**src/hw/ads_defines.svh**
```systemverilog
`ifndef ADS_DEFINES_SVH
`define ADS_DEFINES_SVH

// SCLK half period in system clocks
`define ADS_CLKS_PER_HALF_BIT 4
`define ADS_CS_HOLD_CYCLES 5 // CSN low after last byte
`define ADS_SETTLE_EDGES 6 // DRDY edges after START
`define ADS_DATA_SETTLE_CYCLES 32 // DRDY fall to first frame byte
`define ADS_FRAME_BYTES 9 // Status plus two channels

// Result slots held by the host
`define ADS_HOST_CREDITS 2
`define ADS_FIFO_DEPTH 2

// Register opcode prefixes, address in low five bits
`define ADS_OP_RREG 3'b001
`define ADS_OP_WREG 3'b010
`define ADS_OP_RDATAC 8'h10
`define ADS_OP_SDATAC 8'h11

`endif

```
**src/hw/ads_pkg.sv**
```systemverilog
package ads_pkg;

	typedef logic [7:0] byte_t;
	typedef logic [71:0] frame_t; // First received byte in [71:64]

	// Host request codes
	typedef enum logic [2:0] {
		REQ_SYSCMD = 3'd1,
		REQ_WREG = 3'd2,
		REQ_RREG = 3'd3,
		REQ_RDATAC = 3'd4,
		REQ_SDATAC = 3'd5
	} req_e;

	typedef enum logic [2:0] {
		ST_IDLE, ST_ACK, ST_SEND, ST_XFER, ST_HOLD, ST_SETTLE, ST_WAIT_DRDY, ST_DSETTLE
	} ctrl_state_e;

endpackage

```
**src/hw/spi_byte_engine.sv**
```systemverilog
`timescale 1ns/1ps
`include "ads_defines.svh"

module spi_byte_engine #(
	parameter int CLKS_PER_HALF_BIT = `ADS_CLKS_PER_HALF_BIT
) (
	input logic i_CLK,
	input logic i_RSTN,
	input logic i_tx_valid, // Only sent while holding the credit
	input ads_pkg::byte_t i_tx_byte,
	input logic i_spi_miso,
	output logic o_tx_credit,
	output logic o_rx_valid,
	output ads_pkg::byte_t o_rx_byte,
	output logic o_spi_clk, // Mode 0, idles low
	output logic o_spi_mosi
);
	localparam int DW = (CLKS_PER_HALF_BIT > 1) ? $clog2(CLKS_PER_HALF_BIT) : 1;

	logic r_busy;
	logic [DW-1:0] r_div; // Half-bit divider
	logic [3:0] r_edge; // 16 SCLK edges per byte
	logic r_done;
	logic w_tick;
	ads_pkg::byte_t r_tx_sr;
	ads_pkg::byte_t r_rx_sr;

	assign w_tick = r_busy && (r_div == DW'(CLKS_PER_HALF_BIT - 1));
	assign o_tx_credit = r_done; // Byte out and byte in finish together
	assign o_rx_valid = r_done;
	assign o_rx_byte = r_rx_sr;

	always_ff @(posedge i_CLK or negedge i_RSTN) begin
		if (!i_RSTN) begin
			r_busy <= 1'b0;
			r_div <= '0;
			r_edge <= '0;
			r_done <= 1'b0;
			o_spi_clk <= 1'b0;
			o_spi_mosi <= 1'b0;
		end else begin
			r_done <= 1'b0;
			if (!r_busy) begin
				if (i_tx_valid) begin
					r_busy <= 1'b1;
					r_div <= '0;
					r_edge <= '0;
					o_spi_mosi <= i_tx_byte[7]; // MSB set up a half bit ahead
				end
			end else begin
				r_div <= w_tick ? '0 : r_div + 1'b1;
				if (w_tick) begin
					o_spi_clk <= ~o_spi_clk;
					r_edge <= r_edge + 4'd1;
					if (o_spi_clk && r_edge != 4'd15)
						o_spi_mosi <= r_tx_sr[6]; // Next bit on falling edge
					if (r_edge == 4'd15) begin // Last falling edge
						r_busy <= 1'b0;
						r_done <= 1'b1;
					end
				end
			end
		end
	end

	always_ff @(posedge i_CLK) begin
		if (!r_busy && i_tx_valid)
			r_tx_sr <= i_tx_byte;
		else if (w_tick && o_spi_clk)
			r_tx_sr <= {r_tx_sr[6:0], 1'b0};
		if (w_tick && !o_spi_clk)
			r_rx_sr <= {r_rx_sr[6:0], i_spi_miso}; // Sample on rising edge
	end

endmodule

```
**src/hw/drdy_monitor.sv**
```systemverilog
`timescale 1ns/1ps
`include "ads_defines.svh"

module drdy_monitor (
	input logic i_CLK,
	input logic i_RSTN,
	input logic i_drdy_n, // Asynchronous, active low
	input logic i_arm, // Restart settle count
	output logic o_fall,
	output logic o_settled
);
	localparam int CW = $clog2(`ADS_SETTLE_EDGES + 1);

	logic r_meta;
	logic r_sync;
	logic r_last; // Previous synchronized level
	logic [CW-1:0] r_edges;

	assign o_settled = (r_edges == CW'(`ADS_SETTLE_EDGES));

	always_ff @(posedge i_CLK or negedge i_RSTN) begin
		if (!i_RSTN) begin
			r_meta <= 1'b1; // DRDY idles high
			r_sync <= 1'b1;
			r_last <= 1'b1;
			o_fall <= 1'b0;
			r_edges <= '0;
		end else begin
			r_meta <= i_drdy_n;
			r_sync <= r_meta;
			r_last <= r_sync;
			o_fall <= r_last & ~r_sync; // Third cycle after the pin edge
			if (i_arm)
				r_edges <= '0;
			else if ((r_last ^ r_sync) && !o_settled)
				r_edges <= r_edges + 1'b1; // Either polarity counts
		end
	end

endmodule

```
**src/hw/result_fifo.sv**
```systemverilog
`timescale 1ns/1ps
`include "ads_defines.svh"

module result_fifo #(
	parameter type T = logic [7:0],
	parameter int DEPTH = `ADS_FIFO_DEPTH
) (
	input logic i_CLK,
	input logic i_RSTN,
	input logic i_push,
	input T i_data,
	input logic i_credit, // Host freed one slot
	output logic o_full,
	output logic o_valid,
	output T o_data
);
	localparam int AW = (DEPTH > 1) ? $clog2(DEPTH) : 1;
	localparam int CW = $clog2(DEPTH + 1);
	localparam int KW = $clog2(`ADS_HOST_CREDITS + 1);

	T mem [DEPTH];
	logic [AW-1:0] r_wr;
	logic [AW-1:0] r_rd;
	logic [CW-1:0] r_count;
	logic [KW-1:0] r_credits; // Host slots still free
	logic w_push;
	logic w_pop;

	function automatic logic [AW-1:0] next_ptr(input logic [AW-1:0] ptr);
		return (ptr == AW'(DEPTH - 1)) ? '0 : ptr + 1'b1;
	endfunction

	assign o_full = (r_count == CW'(DEPTH));
	assign w_push = i_push && !o_full; // Writer checks full first
	assign w_pop = (r_count != '0) && (r_credits != '0);

	always_ff @(posedge i_CLK or negedge i_RSTN) begin
		if (!i_RSTN) begin
			r_wr <= '0;
			r_rd <= '0;
			r_count <= '0;
			r_credits <= KW'(`ADS_HOST_CREDITS);
			o_valid <= 1'b0;
		end else begin
			o_valid <= w_pop; // One item per cycle at most
			if (w_push)
				r_wr <= next_ptr(r_wr);
			if (w_pop)
				r_rd <= next_ptr(r_rd);
			r_count <= r_count + CW'(w_push) - CW'(w_pop);
			r_credits <= r_credits + KW'(i_credit) - KW'(w_pop);
		end
	end

	always_ff @(posedge i_CLK) begin
		if (w_push)
			mem[r_wr] <= i_data;
		if (w_pop)
			o_data <= mem[r_rd];
	end

endmodule

```
**src/hw/ads_ctrl.sv**
```systemverilog
`timescale 1ns/1ps
`include "ads_defines.svh"

module ads_ctrl (
	input logic i_CLK,
	input logic i_RSTN,
	input logic i_req_valid,
	input ads_pkg::req_e i_req,
	input ads_pkg::byte_t i_cmd,
	input ads_pkg::byte_t i_addr,
	input ads_pkg::byte_t i_wdata,
	input logic i_tx_credit,
	input logic i_rx_valid,
	input ads_pkg::byte_t i_rx_byte,
	input logic i_fall,
	input logic i_settled,
	input logic i_frm_full,
	output logic o_tx_valid,
	output ads_pkg::byte_t o_tx_byte,
	output logic o_arm,
	output logic o_reg_push,
	output ads_pkg::byte_t o_reg_data,
	output logic o_frm_push,
	output ads_pkg::frame_t o_frm_data,
	output logic o_req_credit,
	output logic o_busy,
	output logic o_spi_csn,
	output logic o_start
);
	localparam int CW = $clog2(`ADS_DATA_SETTLE_CYCLES + 1);

	ads_pkg::ctrl_state_e r_state;
	ads_pkg::req_e r_req; // Latched request
	ads_pkg::byte_t r_cmd;
	logic [4:0] r_addr;
	ads_pkg::byte_t r_wdata;
	ads_pkg::frame_t r_frm; // Bytes of the frame so far
	logic r_tx_cred; // Engine's single byte credit
	logic [3:0] r_idx; // Byte index in transaction
	logic [3:0] r_nbytes;
	logic [CW-1:0] r_cnt; // CS hold and data settle
	logic r_frame; // Transaction is a data frame
	logic r_stream;
	logic r_stop_pend; // SDATAC seen while streaming
	logic w_last;
	logic w_hold_done;

	function automatic logic [3:0] req_len(input ads_pkg::req_e req);
		case (req)
			ads_pkg::REQ_WREG, ads_pkg::REQ_RREG: return 4'd3; // Opcode, count, data
			default: return 4'd1;
		endcase
	endfunction

	assign o_busy = (r_state != ads_pkg::ST_IDLE);
	assign o_tx_valid = (r_state == ads_pkg::ST_SEND) && r_tx_cred;
	assign w_last = (r_state == ads_pkg::ST_XFER) && i_rx_valid && (r_idx == r_nbytes - 4'd1);
	assign w_hold_done = (r_state == ads_pkg::ST_HOLD) && (r_cnt == CW'(`ADS_CS_HOLD_CYCLES - 1));
	assign o_req_credit = (w_hold_done && !r_frame) || (r_state == ads_pkg::ST_ACK);
	assign o_arm = w_hold_done && !r_frame && (r_req == ads_pkg::REQ_RDATAC);
	assign o_reg_push = w_last && !r_frame && (r_req == ads_pkg::REQ_RREG);
	assign o_reg_data = i_rx_byte; // Dummy slot carries the register
	assign o_frm_push = w_last && r_frame;
	assign o_frm_data = {r_frm[63:0], i_rx_byte};

	// Byte for current index
	always_comb begin
		o_tx_byte = 8'h00; // Count byte and frame dummies
		if (!r_frame) begin
			case (r_req)
				ads_pkg::REQ_WREG: begin
					if (r_idx == 4'd0)
						o_tx_byte = {`ADS_OP_WREG, r_addr};
					else if (r_idx == 4'd2)
						o_tx_byte = r_wdata;
				end
				ads_pkg::REQ_RREG: begin
					if (r_idx == 4'd0)
						o_tx_byte = {`ADS_OP_RREG, r_addr};
				end
				ads_pkg::REQ_RDATAC: o_tx_byte = `ADS_OP_RDATAC;
				ads_pkg::REQ_SDATAC: o_tx_byte = `ADS_OP_SDATAC;
				default: o_tx_byte = r_cmd; // System command as given
			endcase
		end
	end

	always_ff @(posedge i_CLK) begin
		if (i_req_valid) begin
			r_req <= i_req;
			r_cmd <= i_cmd;
			r_addr <= i_addr[4:0];
			r_wdata <= i_wdata;
		end
		if (r_state == ads_pkg::ST_XFER && i_rx_valid)
			r_frm <= {r_frm[63:0], i_rx_byte};
	end

	always_ff @(posedge i_CLK or negedge i_RSTN) begin
		if (!i_RSTN) begin
			r_state <= ads_pkg::ST_IDLE;
			r_tx_cred <= 1'b1;
			r_idx <= '0;
			r_nbytes <= '0;
			r_cnt <= '0;
			r_frame <= 1'b0;
			r_stream <= 1'b0;
			r_stop_pend <= 1'b0;
			o_spi_csn <= 1'b1;
			o_start <= 1'b0;
		end else begin
			if (o_tx_valid)
				r_tx_cred <= 1'b0;
			else if (i_tx_credit)
				r_tx_cred <= 1'b1;
			if (i_req_valid && r_stream)
				r_stop_pend <= 1'b1; // Only SDATAC allowed here
			case (r_state)
				ads_pkg::ST_IDLE: begin
					if (i_req_valid) begin
						if (i_req == ads_pkg::REQ_SDATAC) begin
							r_state <= ads_pkg::ST_ACK; // Nothing to stop
						end else begin
							o_spi_csn <= 1'b0;
							r_idx <= '0;
							r_nbytes <= req_len(i_req);
							r_state <= ads_pkg::ST_SEND;
						end
					end
				end
				ads_pkg::ST_ACK: r_state <= ads_pkg::ST_IDLE;
				ads_pkg::ST_SEND: begin
					if (r_tx_cred)
						r_state <= ads_pkg::ST_XFER;
				end
				ads_pkg::ST_XFER: begin
					if (i_rx_valid) begin
						r_idx <= r_idx + 4'd1;
						r_cnt <= '0;
						r_state <= w_last ? ads_pkg::ST_HOLD : ads_pkg::ST_SEND;
					end
				end
				ads_pkg::ST_HOLD: begin
					r_cnt <= r_cnt + 1'b1;
					if (w_hold_done) begin
						o_spi_csn <= 1'b1;
						if (r_frame) begin
							r_frame <= 1'b0;
							r_state <= ads_pkg::ST_WAIT_DRDY;
						end else if (r_req == ads_pkg::REQ_RDATAC) begin
							o_start <= 1'b1; // Conversions begin
							r_stream <= 1'b1;
							r_state <= ads_pkg::ST_SETTLE;
						end else begin
							if (r_req == ads_pkg::REQ_SDATAC) begin
								o_start <= 1'b0;
								r_stream <= 1'b0;
							end
							r_state <= ads_pkg::ST_IDLE;
						end
					end
				end
				ads_pkg::ST_SETTLE, ads_pkg::ST_WAIT_DRDY: begin
					if (r_stop_pend) begin
						r_stop_pend <= 1'b0;
						o_spi_csn <= 1'b0;
						r_idx <= '0;
						r_nbytes <= 4'd1; // SDATAC opcode
						r_state <= ads_pkg::ST_SEND;
					end else if (r_state == ads_pkg::ST_SETTLE) begin
						if (i_settled)
							r_state <= ads_pkg::ST_WAIT_DRDY;
					end else if (i_fall && !i_frm_full) begin // Full queue skips this DRDY
						r_cnt <= '0;
						r_state <= ads_pkg::ST_DSETTLE;
					end
				end
				ads_pkg::ST_DSETTLE: begin
					r_cnt <= r_cnt + 1'b1;
					if (r_cnt == CW'(`ADS_DATA_SETTLE_CYCLES - 1)) begin
						o_spi_csn <= 1'b0;
						r_frame <= 1'b1;
						r_idx <= '0;
						r_nbytes <= 4'(`ADS_FRAME_BYTES);
						r_state <= ads_pkg::ST_SEND;
					end
				end
				default: r_state <= ads_pkg::ST_IDLE;
			endcase
		end
	end

endmodule

```
**src/hw/ads_top.sv**
```systemverilog
`timescale 1ns/1ps
`include "ads_defines.svh"

module ads_top (
	input logic i_CLK,
	input logic i_RSTN,
	input logic i_req_valid,
	input ads_pkg::req_e i_req,
	input ads_pkg::byte_t i_cmd,
	input ads_pkg::byte_t i_addr,
	input ads_pkg::byte_t i_wdata,
	output logic o_req_credit,
	output logic o_busy,
	output logic o_reg_valid,
	output ads_pkg::byte_t o_reg_data,
	input logic i_reg_credit,
	output logic o_frm_valid,
	output ads_pkg::frame_t o_frm_data,
	input logic i_frm_credit,
	output logic o_spi_clk,
	output logic o_spi_mosi,
	input logic i_spi_miso,
	input logic i_drdy_n,
	output logic o_spi_csn,
	output logic o_start
);
	logic w_tx_valid;
	ads_pkg::byte_t w_tx_byte;
	logic w_tx_credit;
	logic w_rx_valid;
	ads_pkg::byte_t w_rx_byte;
	logic w_fall;
	logic w_settled;
	logic w_arm;
	logic w_reg_push;
	ads_pkg::byte_t w_reg_data;
	logic w_frm_push;
	ads_pkg::frame_t w_frm_data;
	logic w_frm_full; // Frame queue back-pressure

	ads_ctrl u_ctrl (
		.i_CLK(i_CLK), .i_RSTN(i_RSTN),
		.i_req_valid(i_req_valid), .i_req(i_req),
		.i_cmd(i_cmd), .i_addr(i_addr), .i_wdata(i_wdata),
		.i_tx_credit(w_tx_credit), .i_rx_valid(w_rx_valid), .i_rx_byte(w_rx_byte),
		.i_fall(w_fall), .i_settled(w_settled), .i_frm_full(w_frm_full),
		.o_tx_valid(w_tx_valid), .o_tx_byte(w_tx_byte), .o_arm(w_arm),
		.o_reg_push(w_reg_push), .o_reg_data(w_reg_data),
		.o_frm_push(w_frm_push), .o_frm_data(w_frm_data),
		.o_req_credit(o_req_credit), .o_busy(o_busy),
		.o_spi_csn(o_spi_csn), .o_start(o_start)
	);

	spi_byte_engine #(.CLKS_PER_HALF_BIT(`ADS_CLKS_PER_HALF_BIT)) u_engine (
		.i_CLK(i_CLK), .i_RSTN(i_RSTN),
		.i_tx_valid(w_tx_valid), .i_tx_byte(w_tx_byte), .i_spi_miso(i_spi_miso),
		.o_tx_credit(w_tx_credit), .o_rx_valid(w_rx_valid), .o_rx_byte(w_rx_byte),
		.o_spi_clk(o_spi_clk), .o_spi_mosi(o_spi_mosi)
	);

	drdy_monitor u_drdy (
		.i_CLK(i_CLK), .i_RSTN(i_RSTN), .i_drdy_n(i_drdy_n), .i_arm(w_arm),
		.o_fall(w_fall), .o_settled(w_settled)
	);

	// Register bytes wait here for a host credit
	result_fifo #(.T(ads_pkg::byte_t), .DEPTH(`ADS_FIFO_DEPTH)) u_reg_fifo (
		.i_CLK(i_CLK), .i_RSTN(i_RSTN),
		.i_push(w_reg_push), .i_data(w_reg_data), .i_credit(i_reg_credit),
		.o_full(), .o_valid(o_reg_valid), .o_data(o_reg_data)
	);

	result_fifo #(.T(ads_pkg::frame_t), .DEPTH(`ADS_FIFO_DEPTH)) u_frm_fifo (
		.i_CLK(i_CLK), .i_RSTN(i_RSTN),
		.i_push(w_frm_push), .i_data(w_frm_data), .i_credit(i_frm_credit),
		.o_full(w_frm_full), .o_valid(o_frm_valid), .o_data(o_frm_data)
	);

endmodule

```
**config.mk**
```make
export PLATFORM = sky130hd
export DESIGN_NAME = ads_top
export DESIGN_NICKNAME = d
export VERILOG_FILES = /design/src/hw/ads_pkg.sv /design/src/hw/spi_byte_engine.sv /design/src/hw/drdy_monitor.sv /design/src/hw/result_fifo.sv /design/src/hw/ads_ctrl.sv /design/src/hw/ads_top.sv
export VERILOG_INCLUDE_DIRS = /design/src /design/src/hw
export SDC_FILE = /design/constraint.sdc
export NUM_CORES = 1
export LEC_CHECK = 0
export ABC_AREA = 1
export ABC_CLOCK_PERIOD_IN_PS = 8000
export BUFFER_PORTS_ARGS = -buffer_cell sky130_fd_sc_hd__clkbuf_2
export CORE_MARGIN = 5
export CORE_UTILIZATION = 35
export CTS_CLUSTER_DIAMETER = 100
export DETAILED_ROUTE_END_ITERATION = 16
export GPL_TIMING_DRIVEN = 0
export HOLD_SLACK_MARGIN = 0.06
export SLEW_MARGIN = 20
export SYNTH_ARGS = -nofsm -noshare
export SYNTH_HDL_FRONTEND = slang
export SYNTH_SLANG_ARGS = --single-unit
```
**constraint.sdc**
```tcl
create_clock -name i_CLK -period 8 [get_ports i_CLK]
set_clock_uncertainty 0.05 [all_clocks]
set_input_delay 0.4 -clock i_CLK [delete_from_list [all_inputs] [get_ports i_CLK]]
set_output_delay 0.4 -clock i_CLK [all_outputs]
set_load 0.02 [all_outputs]
```
Word-level counts from Yosys, hierarchy flattened. Memory sizes are Yosys's and may differ from the RTL's. A register that Yosys moved wholly into a read port is not among the register bits. Index checks and enable logic that the tools add are counted.

Memories: 2. Input port bits: 34. Flip-flop bits (word level): 156. Word-level logic and storage cells: 239. RAM bits: 160.

Add/subtract/negate cells: 18. Reductions and logical operators: 58. Bitwise operators: 5. Eq/ne operators: 38. Multiplexer cells: 81.

Memory list: u_frm_fifo.mem (depth 2, bits a word 72, read ports 1, clocked after Yosys merged registers in 1, wr ports 1, RTL line result_fifo.sv:21) `T mem [DEPTH];`; u_reg_fifo.mem (depth 2, bits a word 8, read ports 1, clocked after Yosys merged registers in 1, wr ports 1, RTL line result_fifo.sv:21).

Operator list (count): $mux 4 (12); $mux 3 (14); $mux 1 (33); $pmux 8 s4 (1); $mux 6 (5); $eq 3x3->1 const B (8); $mux 8 (3); $logic_and 1x1->1 (21); $pmux 3 s7 (1); $reduce_bool 2->1 (10); $eq 3x2->1 const B (6); $pmux 6 s3 (1); $pmux 4 s4 (1); $mux 7 (2); $ne 2x1->1 const B (6); $ne 2x2->1 const B (6); $pmux 4 s3 (1); $reduce_and 6->1 (2); $mux 2 (5); $reduce_and 5->1 (2); $reduce_bool 3->1 (3); $add 2x1->2 (4); $add 4x1->4 const B (2); $reduce_bool 4->1 (2); other kinds (30) (49).

Longest topological paths before layout. Gate-level depths: netlist of the first run.

Word-level depth: 8. Mapped depth: 11. Depth with buffers taken out: 11.

Modules after synthesis. Synthesis of the first run repeated with hierarchy kept, for this count alone.

Cell total of the unflattened synthesis: 1086. Area total of the unflattened synthesis: 14809.2 um^2.

Modules (own cells, without submodules): result_fifo (u_frm_fifo) (area an instance 7780.0 um^2, cells an instance 490, times used 1, seq. area each 6662.6 um^2); ads_ctrl (area an instance 4506.8 um^2, cells an instance 375, times used 1, seq. area each 3170.5 um^2); result_fifo (u_reg_fifo) (area an instance 1177.4 um^2, cells an instance 92, times used 1, seq. area each 897.1 um^2); spi_byte_engine (area an instance 1032.2 um^2, cells an instance 97, times used 1, seq. area each 700.7 um^2); drdy_monitor (area an instance 312.8 um^2, cells an instance 32, times used 1, seq. area each 178.9 um^2).

Worst setup path before layout of the first run. Ideal clock, no wire load.

Kind: reg2reg. Start: register u_ctrl.r_state[0]. End: memory u_frm_fifo.mem[0][0] in the netlist's numbering (enable). Stages on the path, launching flop included: 8. Data arrival time: 5175 ps. Path buffers: 1. Setup time: 503 ps. Path slack: 2272 ps. Path through: dfrtp_1 buf_2 nand3_2 nor2_4 nand3_1 inv_2 nand3_2 nor2_1.

Longest elaborated chain between the ends: 7.

RTL lines: start, declared (RTL line ads_ctrl.sv:32) `ads_pkg::ctrl_state_e r_state;`; start signal, assigned (RTL line ads_ctrl.sv:101) `r_state <= ads_pkg::ST_IDLE;`; start signal, assigned (RTL line ads_ctrl.sv:122) `r_state <= ads_pkg::ST_ACK;`; start signal, assigned (RTL line ads_ctrl.sv:127) `r_state <= ads_pkg::ST_SEND;`; $eq 3x2->1 (RTL line ads_ctrl.sv:57) `assign w_last = (r_state == ads_pkg::ST_XFER) && i_rx_valid && (r_idx == r_nbytes - 4'd1);`; $logic_and 1x1->1 (2 in series) (RTL line ads_ctrl.sv:57); $logic_and 1x1->1 (RTL line ads_ctrl.sv:63) `assign o_frm_push = w_last && r_frame;`; $logic_and 1x1->1 (RTL line result_fifo.sv:34) `assign w_push = i_push && !o_full;`; $mux 1 (RTL line result_fifo.sv:56) `if (w_push)`; $mux 1 (not written as such) (RTL line result_fifo.sv:57) `mem[r_wr] <= i_data;`; end, declared (RTL line result_fifo.sv:21).

No other way between the ends.

Final worst setup path of the first run.
Start: register u_ctrl.r_state[2]. End: memory u_frm_fifo.mem[1][10] in the netlist's numbering (enable).

Same word-level chain as after synthesis.

==> metrics list, run 1 <==
* Run status: completed
* Flip-flop cell with the highest count after synthesis: edfxtp_1
- STA classifies the critical path startpoint as a flip-flop.
* CTS sink count: 395
- The first TritonRoute pass finished after 5 iterations.
- Post-detailed-route wirelength per cell: 14.8 µm
- Entering global routing, the biggest net connects 43 pins.
- Number of ports placed on the die boundary: 122
- Mapped Nets: 1,077
- Post-detailed-route count of antenna-violating nets: 0
- Drt total wl: 26,400 µm
- The die covers 45,400 µm².
* Core area: 40,800 µm²
* Final core utilization: 43.3%
* Netlist cell types: 34
- TritonCTS built the clock tree.
- Setup violations remaining at the end of the flow were counted as 0.
* Synth area leader: edfxtp_1
* Hold WC Path Type: primary input to async pin
- Across the whole layout, storage elements account for 11,600 µm².
- First-pass GRT wire length: 42,000 µm
- In this run, the number of DRC markers left after iteration 0 of detailed routing was 388.
- At the pin with the least slew margin, the transition time is 0.814 ns.
- Overflow left after global routing: 0
- The die is 213 µm tall.
- Maximum level of the CTS H-tree: 2
- Cell leakage power: 6.91 nW
* Worst Hold Margin: 0.268 ns
- The top cell type by area accounts for 71.4% of the synthesized area.
- The tool flagged a number of max-cap violations equal to 0.
* Critical path class: flip-flop to flip-flop
- The die is 213 µm wide.
- The final number of max-transition violations is 0.
- The count of buffers added on input and output ports is 118.
- Number of cell instances on the worst register-to-register path: 10
- In the synthesized netlist, the number of instances is 1,024.
- Global placement routability congestion: 0.810
- Setup fix buffers added after clock tree synthesis: 0
* Number of synthesized register bits: 395
- After routing, the total negative slack on setup checks comes to 0 ns.
* Area of the multi-input gates: 2500 µm²
- Total via count in the routed design: 7,861
- The number of antenna violations at the first check in global routing was 0.
- Via count of the first global-routing pass: 7,968
* Peak supply drop: 128 µV
- In this run the mean area of a mapped cell was 14.1 µm².
- In this run the tightest slew margin relative to its limit is 45.5%.
* Detail-routed via count per cell: 4.39
- Arrival @ worst endpoint: 2.88 ns
- Cells with a size suffix above 1 make up 17.6% of the layout.
* Diodes inserted: 0
- Number of flops mapped to enable cells by yosys: 343
* FF-to-FF setup slack: 5.31 ns
* Area growth from synthesis to final layout: 22.5%
- Nets@finish: 1,281
* Final hold violations: 0
- Clk root buf: clkbuf_16
- For this run, design rule violations remaining after detail routing come to 0.
- Overall Power: 0.00442 W
- Most numerous cell types in the synthesized netlist: 364 x nand2_1, 343 x edfxtp_1, 62 x inv_1
* Setup repair after global routing missed its margin: false
- Row cnt: 74
* Top area cells in the synthesized netlist: edfxtp_1 71%, nand2_1 9.5%, dfrtp_1 7.8%, ha_1 1.6%, inv_1 1.6%
- Critical Path End Type: flip-flop
- Sequential elements use 80.5% of the synthesized area.
- After synthesis, the share of flip-flops with an asynchronous set or reset is 13.2%.
- TritonCTS buffer count: 42
* Worst-skew pair later-pin latency: 0.55 ns
- Once the floorplan was initialized, standard cells occupied 35.3% of the core.
- In this run the worst path has a maximum fanout of 20.
- Bufs on Longest Clock Path: 3
- F_max: 0.372 GHz
* Overall routing resource usage: 11.8%
- The HPWL after detailed placement is 17,500 µm.
- The worst path uses 33.6% of the clock period.
* Dominant cell by count in the synthesized netlist: nand2_1
- Total power per unit cell area: 250 nW/µm²
* Post-synth design cell area: 14,400 µm²
- The Yosys step of the flow raised 0 warnings.
- Critical path required time: 8.19 ns
- After clock tree synthesis, the clock-pin slew on the worst setup and hold paths is 0.06 ns.
- Time the final worst path needs with I/O delays and setup: 2.69 ns
- The filler cells instantiated in the layout total 3,677.
-- placed cells by master (no fill, tap or decap), types with 3 or more instances in the layout --
| master | instances |
|---|---|
| clkbuf_2 | 117 |
| nand3_2 | 4 |
| nor2_2 | 4 |
| buf_1 | 10 |
| nand2_1 | 364 |
| ha_1 | 19 |
| dlygate4sd3_1 | 29 |
| clkinv_2 | 6 |
| dfrtp_1 | 45 |
| a21oi_1 | 5 |
| o21ai_0 | 4 |
| xor2_1 | 10 |
| o22ai_1 | 4 |
| clkinv_1 | 10 |
| dfstp_2 | 7 |
| nor3_1 | 4 |
| inv_2 | 5 |
| nor2_4 | 4 |
| buf_2 | 3 |
| clkbuf_1 | 16 |
| inv_1 | 61 |
| buf_16 | 8 |
| buf_12 | 5 |
| nand2_2 | 3 |
| edfxtp_1 | 343 |
| clkbuf_16 | 43 |
| xnor2_1 | 9 |
| nor2_1 | 46 |
| nand3_1 | 35 |
| o21ai_1 | 14 |
| bufinv_16 | 5 |
-- logic make-up (layout without fill, tap and decap cells) --
logic type	count (synthesis)	count (layout)	synth area share [%]
flops	395	395	80.5
xor+xnor	19	19	1.15
compound gates	34	34	1.35
buf+inv	88	323	2.32
simple gates	469	469	13.1
fa+ha+maj	19	19	1.65
-- per-stage QoR --
stage / instances / setup WS, ns / instance area (µm²)
4_1_cts: 1791 / 5.24 / 17700
6_report: 1791 / 5.31 / 17700
3_5_place_dp: 1687 / 5.27 / 16000
2_1_floorplan: 1024 / 2.27 / 14400
5_1_grt: 1791 / 5.14 / 17700
3_3_place_gp: 1674 / -0.970 / 15700
-- per-layer routing --
layer	part of all wire [%]	vias to the layer above	wire length [µm]	track usage [%]
met2	49	182	12900	19.9
met4	2.2	0	590	3.99
li1	-	3912	-	-
met1	43	3727	11500	15.2
met3	5.4	40	1430	2.67
met5	0	-	0	0
-- power breakdown --
| part | switching, W | internal [W] |
|---|---|---|
| Clock | 0.000766 | 0.00115 |
| Combinational | 0.000144 | 0.0000862 |
| Sequential | 0.0000244 | 0.00225 |
-- critical path, cell delays in order (launching register included) --
cell and delay [ns]:
dfrtp_1 0.37, inv_1 0.18, nand3_2 0.17, nor2_4 0.20
nand3_1 0.13, inv_2 0.11, nand3_2 0.16, nor2_4 0.43
buf_16 0.22, buf_16 0.16, buf_16 0.18
-- path summary, 6_finish.rpt --
| kind | end | start |
|---|---|---|
| max in group asynchronous | u_reg_fifo.r_credits[1] | i_RSTN |
| min in group i_CLK | u_drdy.r_sync | u_drdy.r_meta |
| worst max register to register | u_frm_fifo.mem[1][10] | u_ctrl.r_state[2] |
| worst min register to register | u_drdy.r_sync | u_drdy.r_meta |
| worst min-delay path | u_ctrl.r_cnt[2] | i_RSTN |
| worst max-delay path | u_frm_fifo.mem[1][10] | u_ctrl.r_state[2] |
-- state kept, by name, summed over array words and instances (netlist names), 4 cells and up --
name and count:
u_frm_fifo.mem 144, u_ctrl.r_cnt 6, u_ctrl.r_cmd 8, u_engine.r_tx_sr 7, u_reg_fifo.o_data 8, u_ctrl.r_addr 5, u_ctrl.r_idx 4, u_reg_fifo.mem 16
u_ctrl.r_wdata 8, u_frm_fifo.o_data 72, u_engine.o_rx_byte 8, u_ctrl.r_frm 64, u_engine.r_edge 4
-- area by class of cell --
| type | count | share of cell area, % |
|---|---|---|
| Sequential cell | 395 | 65.7 |
| Timing Repair Buffer | 160 | 6.81 |
| Clock inverter | 22 | 1.42 |
| Inverter | 69 | 1.48 |
| Multi-Input combinational cell | 541 | 14.1 |
| Tap cell | 532 | 3.77 |
| Buffer | 19 | 0.425 |
| Clock buffer | 53 | 6.30 |
-- what timing repair did --
item                                   in CTS  in global routing
endpoints found under the hold margin      78                  0
hold buffers                               29                  0
resized for setup                           0                  0
(Power assumes the default switching activity.)
==> run 2, diff against run 1 <==
ABC_AREA = 0   (was 1)
ABC_CLOCK_PERIOD_IN_PS = 2550   (was 8000)
clock period = 2.55 ns   (was 8 ns; I/O delays follow)
==> metrics list, run 2 <==
- The total global routing overflow came to 0 (unchanged).
* Hold WC Path Type: primary input to async pin
* Cell count after synthesis: 775 (-24%)
- The final net count is 1,042 (-19%).
- Top fanout value on the critical path: 8 (-60%)
* Worst reg2reg path endpoint: u_reg_fifo.mem[1][5]
- The number of flip-flops in the largest register is 144 (unchanged).
- Most numerous cell types in the synthesized netlist: 343 x edfxtp_1, 83 x mux2_2, 45 x dfrtp_1
* Number of cell instances on the worst register-to-register path: 6 (-4)
- Drt total wl: 26,100 µm (-1.5%)
- The CTS H-tree depth came to 2 (unchanged).
- Critical Path End Type: flip-flop
- Cell leakage power: 6.32 nW (-8.6%)
* Cell Count, Final, Fillers Out: 1,552 (-13%)
- Of all cell types, the one taking the most synthesized area is edfxtp_1.
- The final standard cell utilization of the core was 43.6% (+0.27 points).
- Count of fill cells added during filler insertion: 3,553 (-3.4%)
- The routability congestion estimate from global placement was 0.797 (-1.6%).
- Register with the most flip-flops: u_frm_fifo.mem
- The post-placement cell count was 1,439 (-15%).
* F_max: 0.417 GHz (+12%)
- Mapped Nets: 828 (-23%)
- The number of flops mapped to enable cells by yosys is 343 (unchanged).
- The area share of the leading cell type in the synthesized netlist was 71.7% (+0.32 points).
* Post-synth design cell area: 14,400 µm² (-0.44%)
* Overall Power: 0.0143 W (+220%)
- Startpoint class of the critical path: flip-flop
- The post-layout instance area came to 17,800 µm² (+0.40%).
* Run status: completed
- Critical path required time: 2.75 ns (-5.44 ns)
- Top area cells in the synthesized netlist: edfxtp_1 72%, dfrtp_1 7.8%, mux2_2 6.5%, ha_1 1.7%, dfstp_2 1.3%
* CTS sink count: 395 (unchanged)
* Peak supply drop: 540 µV (+320%)
* Die outline area: 45,200 µm² (-0.42%)
- Most common cell after layout, fill and taps aside: edfxtp_1
- Horiz. Die Dim: 213 µm (-0.21%)
* Initial cell density of the core: 35.3% (-0.076 points)
- Clk root buf: clkbuf_16
- Share of final-layout standard cells stronger than drive strength 1: 31.1% (+14 points)
- The first-pass GRT wire length came to 40,700 µm (-3.2%).
- The total DRC errors in the routed layout came to 0 (unchanged).
- TritonCTS buffer count: 41 (-2.4%)
- Proportion of register bits with asynchronous set or reset after synthesis: 13.2% (unchanged)
- The clock latency reported for the late side of the worst-skew pair came to 0.55 ns (about the same).
- The die extent in y was 213 µm (-0.21%).
- The via count of the first global-routing pass was 7,283 (-8.6%).
- The number of endpoints failing setup at the final stage was 0 (unchanged).
* DR iter-0 viols: 361 (-7.0%)
* DP Wirelength: 16,500 µm (-5.8%)
- Critical path class: flip-flop to flip-flop
- Max-Slew Margin vs Limit: 46.8% (+1.2 points)
* Most frequent cells in the layout: 343 x edfxtp_1, 117 x clkbuf_2, 83 x mux2_2
* Netlist cell types: 57 (+68%)
- Diodes inserted: 0 (unchanged)
* First-pass detailed-route iteration total: 5 (unchanged)
- The area inside the core boundary came to 40,700 µm² (-0.23%).
- Largest registers ranked by flip-flop count: u_frm_fifo.mem: 144 flops, u_frm_fifo.o_data: 72 flops, u_ctrl.r_frm: 64 flops
- FF-to-FF setup slack: 0.15 ns (-5.16 ns)
* Arrival @ worst endpoint: 2.59 ns (-0.29 ns)
- The number of max-cap violations is 0 (unchanged).
- The clock tree buffer depth was 3 (unchanged).
- The ratio of routed vias to standard cells is 4.58 (+4.4%).
- Post-detailed-route wirelength per cell: 16.8 µm (+14%)
* Worst Hold Margin: 0.118 ns (-0.151 ns)
* Total via count in the routed design: 7,109 (-9.6%)
* Final hold violations: 0 (unchanged)
* Post-detailed-route count of antenna-violating nets: 0 (unchanged)
- Number of antenna violations at the first check in global routing: 0 (unchanged)
- The final period utilization was 94.0% (+60 points).
- In this run the critical register-to-register path is launched from u_ctrl.r_idx[3].
* Sequential fraction of the synthesis area: 80.8% (+0.36 points)
- Yosys instantiated no cell more often than edfxtp_1.
- The boundary pin count was 122 (unchanged).
- Number of synthesis warnings: 0 (unchanged)
- The clock period minus final worst setup slack is 2.40 ns (-0.294 ns).
- TritonCTS built the clock tree.
* Total power per unit cell area: 806 nW/µm² (+220%)
- The number of buffers added on ports was 118 (unchanged).
- The average instance area after synthesis was 18.5 µm² (+32%).
* Row cnt: 74 (unchanged)
- Largest net degree at the start of global routing: 50 (+16%)
- The CTS clock-pin slew for the worst setup and hold paths came to 0.06 ns (about the same).
* Flip-flop cell with the highest count after synthesis: edfxtp_1
- Area growth from synthesis to final layout: 23.6%
- Setup repair after global routing missed its margin: false
* Number of synthesized register bits: 395 (unchanged)
* Area post-placement: 16,000 µm² (-0.44%)
- Overall routing resource usage: 11.6% (-0.20 points)
- The final number of max-transition violations came to 0 (unchanged).
* Slew at the pin closest to its max-slew limit: 0.799 ns (-0.0151 ns)
-- run 2: cell count changes after synthesis, sizes merged, moves of 7 or more --
cell	delta
a21oi	+18
nand2	-328
nor2	-20
clkbuf	+8
nand3	-30
buf	-7
inv	-45
nand2b	+7
mux2	+83
-- run 2: worst max-delay path: stages, from the launching register on --
cell and delay (ns):
dfrtp_1 0.47, xnor2_2 0.24, mux2i_4 0.30, nand4_4 0.22, a2111oi_4 0.41, buf_4 0.19
and2_4 0.21
-- run 2: logic make-up after synthesis --
logic type      count (synthesis)  share of synthesized area (%)
compound gates                 83                           3.97
xor+xnor                       19                           1.16
fa+ha+maj                      19                           1.66
buf+inv                        42                           1.17
flops                         395                           80.8
mux                            86                           6.72
simple gates                  131                           4.50
-- run 2: stage by stage --
stage	worst slack [ns]	TNS, ns
after floorplan	-1.60	-167.53
after global placement	-3.83	-469.86
after detailed placement	-0.495	-28.94
after CTS	0.0145	0
after global routing	0.0174	0
final	0.153	0
-- run 2: what timing repair did --
| item | 4_1_cts | 5_1_grt |
|---|---|---|
| hold buffers | 30 | 0 |
| setup buffers | 6 | 2 |
| resized for setup | 4 | 4 |
| endpoints found under the hold margin | 84 | 0 |
| cloned | 1 | 0 |
| pin swaps | 4 | 2 |
| endpoints found under the setup margin | 115 | 81 |
-- run 2: area by class of cell --
class	count	area, µm²	area share, %
Tap cell	532	666	3.75
Clock inverter	27	312	1.76
Timing Repair Buffer	170	1240	6.96
Sequential cell	395	11600	65.4
Clock buffer	47	1070	6.03
Inverter	22	82.6	0.465
Buffer	20	91.3	0.515
Multi-Input combinational cell	339	2680	15.1
-- run 2: worst max path at each step --
stage	slack [ns]	endpoint	startpoint	cells past startpoint
after floorplan	-1.60	u_frm_fifo.mem[0][0]	u_ctrl.r_state[2]	5
after global placement	-3.83	u_frm_fifo.mem[0][69]	u_ctrl.r_state[2]	5
after detailed placement	-0.49	u_frm_fifo.mem[1][67]	u_ctrl.r_nbytes[0]	8
after CTS	0.01	u_frm_fifo.mem[1][34]	u_ctrl.r_nbytes[0]	8
after global routing	0.02	u_reg_fifo.mem[0][4]	u_ctrl.r_nbytes[0]	6
final	0.15	u_reg_fifo.mem[1][5]	u_ctrl.r_idx[3]	6
-- run 2: power breakdown --
| group | total (W) | internal (W) | switching [W] | leakage [nW] |
|---|---|---|---|---|
| sequential | 0.00722 | 0.00711 | 0.000108 | 3.74 |
| combinational | 0.00102 | 0.000428 | 0.000588 | 1.90 |
| clock | 0.00606 | 0.00364 | 0.00242 | 0.675 |
| total | 0.0143 | 0.0112 | 0.00312 | 6.32 |
-- run 2: layer usage --
layer | track usage [%] | vias to the layer above | part of all wire, %
met5 | 0 | - | 0
met4 | 3.88 | 0 | 2.4
met3 | 2.70 | 47 | 5.6
met2 | 19.0 | 168 | 49
met1 | 15.4 | 3482 | 44
li1 | - | 3412 | -
==> run 3, diff against run 2 <==
ABC_CLOCK_PERIOD_IN_PS = 2800   (was 2550)
CORE_UTILIZATION = 55   (was 35)
PLACE_DENSITY = 0.74   (was not set)
clock period = 2.8 ns   (was 2.55 ns; I/O delays follow)
==> metrics list, run 3 (synthesis results as in run 2) <==
* Run status: completed
- The worst setup path is of the flip-flop to flip-flop kind.
- STA classifies the critical path endpoint as a flip-flop.
- F_max: 0.385 GHz (-7.8%)
- Count of fill cells added during filler insertion: 1,688 (-52%)
- Global routing met1 resource utilization: 24.2% (+8.8 points)
- Hold WC Path Type: primary input to async pin
* Largest net degree at the start of global routing: 43 (-14%)
* Arrival @ worst endpoint: 2.69 ns (+0.10 ns)
- The switching power came to 0.00268 W (-14%).
- The share of total power in combinational logic is 7.4% (+0.3 points).
- The power share of the sequential group is 52.1% (+1.6 points).
- Time the final worst path needs with I/O delays and setup: 2.60 ns (+0.202 ns)
- The final routed wirelength across all metal layers is 24,700 µm (-5.2%).
* Overflow left after global routing: 0 (unchanged)
- First-pass detailed-route iteration total: 5 (unchanged)
- Clock power frac: 40.5% (-1.9 points)
- The remaining number of nets flagged by the antenna check after routing came to 0 (unchanged).
* Buffers added on ports: 118 (unchanged)
- CTS tree: yes
- The CTS H-tree depth was 2 (unchanged).
* Register with the most flip-flops: u_frm_fifo.mem
* Internal power contribution: 0.00994 W (-11%)
- Number of ports placed on the die boundary: 122 (unchanged)
- The die extent in y came to 172 µm (-19%).
* Clk root buf: clkbuf_16
- The clock tree buffer depth is 3 (unchanged).
* Row cnt: 59 (-20%)
* Combined flip-flop and latch cell area: 11,600 µm² (unchanged)
- The total CTS buffers is 38 (-7.3%).
- The number of flip-flops in the largest register is 144 (unchanged).
- Largest registers ranked by flip-flop count: u_frm_fifo.mem: 144 flops, u_frm_fifo.o_data: 72 flops, u_ctrl.r_frm: 64 flops
* Share of final-layout standard cells stronger than drive strength 1: 30.0% (-1.1 points)
- Clock edge transition at the registers on the reported setup and hold paths: 0.06 ns (about the same)
* Total power per unit cell area: 732 nW/µm² (-9.1%)
- The switching share of total power is 21.2% (-0.56 points).
- The final net count was 1,030 (-1.2%).
- Total setup violations reported at the end of the flow: 0 (unchanged)
* Fraction of met2 tracks used by global routing: 27.9% (+8.9 points)
* DRC errors left: 0 (unchanged)
* Diodes inserted: 0 (unchanged)
- First-pass GRT wire length: 39,700 µm (-2.4%)
* Most common cell after layout, fill and taps aside: edfxtp_1
- Post-detailed-route wirelength per cell: 18.4 µm (+9.9%)
- Detail-routed via count per cell: 5.43 (+18%)
- The library cells used most frequently in the layout, excluding fill and tap cells, are 343 x edfxtp_1, 117 x clkbuf_2, 83 x mux2_2.
- Max-Slew Margin vs Limit: 43.5% (-3.3 points)
- Setup repair after global routing missed its margin: false
- Cell Count, Final, Fillers Out: 1,339 (-14%)
- CTS sink count: 395 (unchanged)
- The peak ir drop on the vdd network came to 701 µV (+30%).
- The number of max-cap violations is 0 (unchanged).
- The initial core utilization is 55.4% (+20 points).
- Area of the multi-input gates: 2660 µm² (-0.89%)
- Cell leakage power: 6.20 nW (-1.9%)
- Critical path required time: 2.90 ns (+0.15 ns)
* Final period utilization: 92.8% (-1.2 points)
- Horiz. Die Dim: 172 µm (-19%)
- The violation count after the first detailed-route iteration is 483 (+34%).
- The actual transition at the worst max-transition pin came to 0.848 ns (+0.0493 ns).
* Final setup margin: 0.202 ns (+0.0482 ns)
- met2 is the most crowded layer.
- The total vias in the final route was 7,268 (+2.2%).
- The final number of max-transition violations came to 0 (unchanged).
- The worst setup path is launched from a flip-flop.
- The area growth from synthesis to layout is 20.0%.
- Beginning of the worst register-to-register path: u_ctrl.r_nbytes[0]
- The area inside the core boundary came to 25,900 µm² (-36%).
- The number of antenna violations at the first check in global routing is 0 (unchanged).
* Overall routing resource usage: 17.2% (+5.6 points)
- Met3 Usage GRT: 3.17% (+0.47 points)
- Via count of the first global-routing pass: 7,371 (+1.2%)
- Final hold violations: 0 (unchanged)
* Pre-CTS WS: -0.318 ns (+0.177 ns)
* Start point of the critical path: u_ctrl.r_nbytes[0]
- Global placement routability congestion: 0.793 (-0.43%)
- Top fanout value on the critical path: 36 (+28)
- The clock latency reported for the late side of the worst-skew pair is 0.52 ns (-0.03 ns).
* DP Wirelength: 15,300 µm (-7.0%)
- The die area came to 29,400 µm² (-35%).
- The post-placement cell count was 1,239 (-14%).
[run 3: path summary, 6_finish.rpt]
path	to	slack, ns	cells past startpoint
hold reg to reg	u_drdy.r_sync	0.31	0
max in group asynchronous	u_ctrl.r_cnt[5]	1.50	3
hold / removal	u_drdy.r_meta	0.13	2
min in group i_CLK	u_drdy.r_meta	0.20	2
setup / recovery	u_frm_fifo.mem[1][30]	0.20	7
setup reg to reg	u_frm_fifo.mem[1][30]	0.20	7
[run 3: area by class of cell]
class                           count  share of cell area [%]
Clock inverter                     19                    1.36
Multi-Input combinational cell    339                    15.4
Inverter                           22                   0.479
Clock buffer                       48                    5.97
Timing Repair Buffer              161                    6.46
Buffer                             20                   0.530
Sequential cell                   395                    67.3
Tap cell                          335                    2.43
[run 3: worst max-delay path: stages (launching register included)]
cell and delay [ns]:
dfrtp_1 0.38, inv_1 0.05, ha_1 0.19, or2_2 0.28, mux2i_2 0.23, nand4_4 0.24
nor2_4 0.24, and2_4 0.52
[run 3: power by group through the flow]
stage          combinational [W]  clock (W)  sequential, W
2_1_floorplan           0.000664          0        0.00668
3_3_place_gp            0.000856          0        0.00669
3_5_place_dp            0.000889          0        0.00670
4_1_cts                 0.000924    0.00523        0.00658
5_1_grt                  0.00104    0.00550        0.00659
6_report                0.000929    0.00511        0.00658
[run 3: what timing repair did]
action / in CTS / in global routing
buffers inserted: 2 / 0
hold buffers: 30 / 0
resized for setup: 2 / 2
gates cloned: 1 / 0
endpoints found under the hold margin: 83 / 0
endpoints found under the setup margin: 81 / 72
pin swaps: 2 / 2
[run 3: through the flow]
stage / total power, W / TNS (ns) / cell area, µm² / hold slack [ns] / utilization [%]
after floorplan: 0.00734 / -127.00 / 14400 / -0.206 / -
after global placement: 0.00755 / -375.35 / 15400 / 0.178 / 59.5
after detailed placement: 0.00759 / -23.45 / 15600 / 0.0168 / 60.4
after CTS: 0.0127 / 0 / 17200 / 0.110 / 66.5
after global routing: 0.0131 / 0 / 17200 / 0.135 / 66.5
final: 0.0126 / 0 / 17200 / 0.134 / 66.5
[run 3: metal layers]
metal  vias to the layer above  routed length, µm
met3                        45               1410
met2                       213              12000
li1                       3380                  -
met4                         0                531
met5                         -                  0
met1                      3630              10700
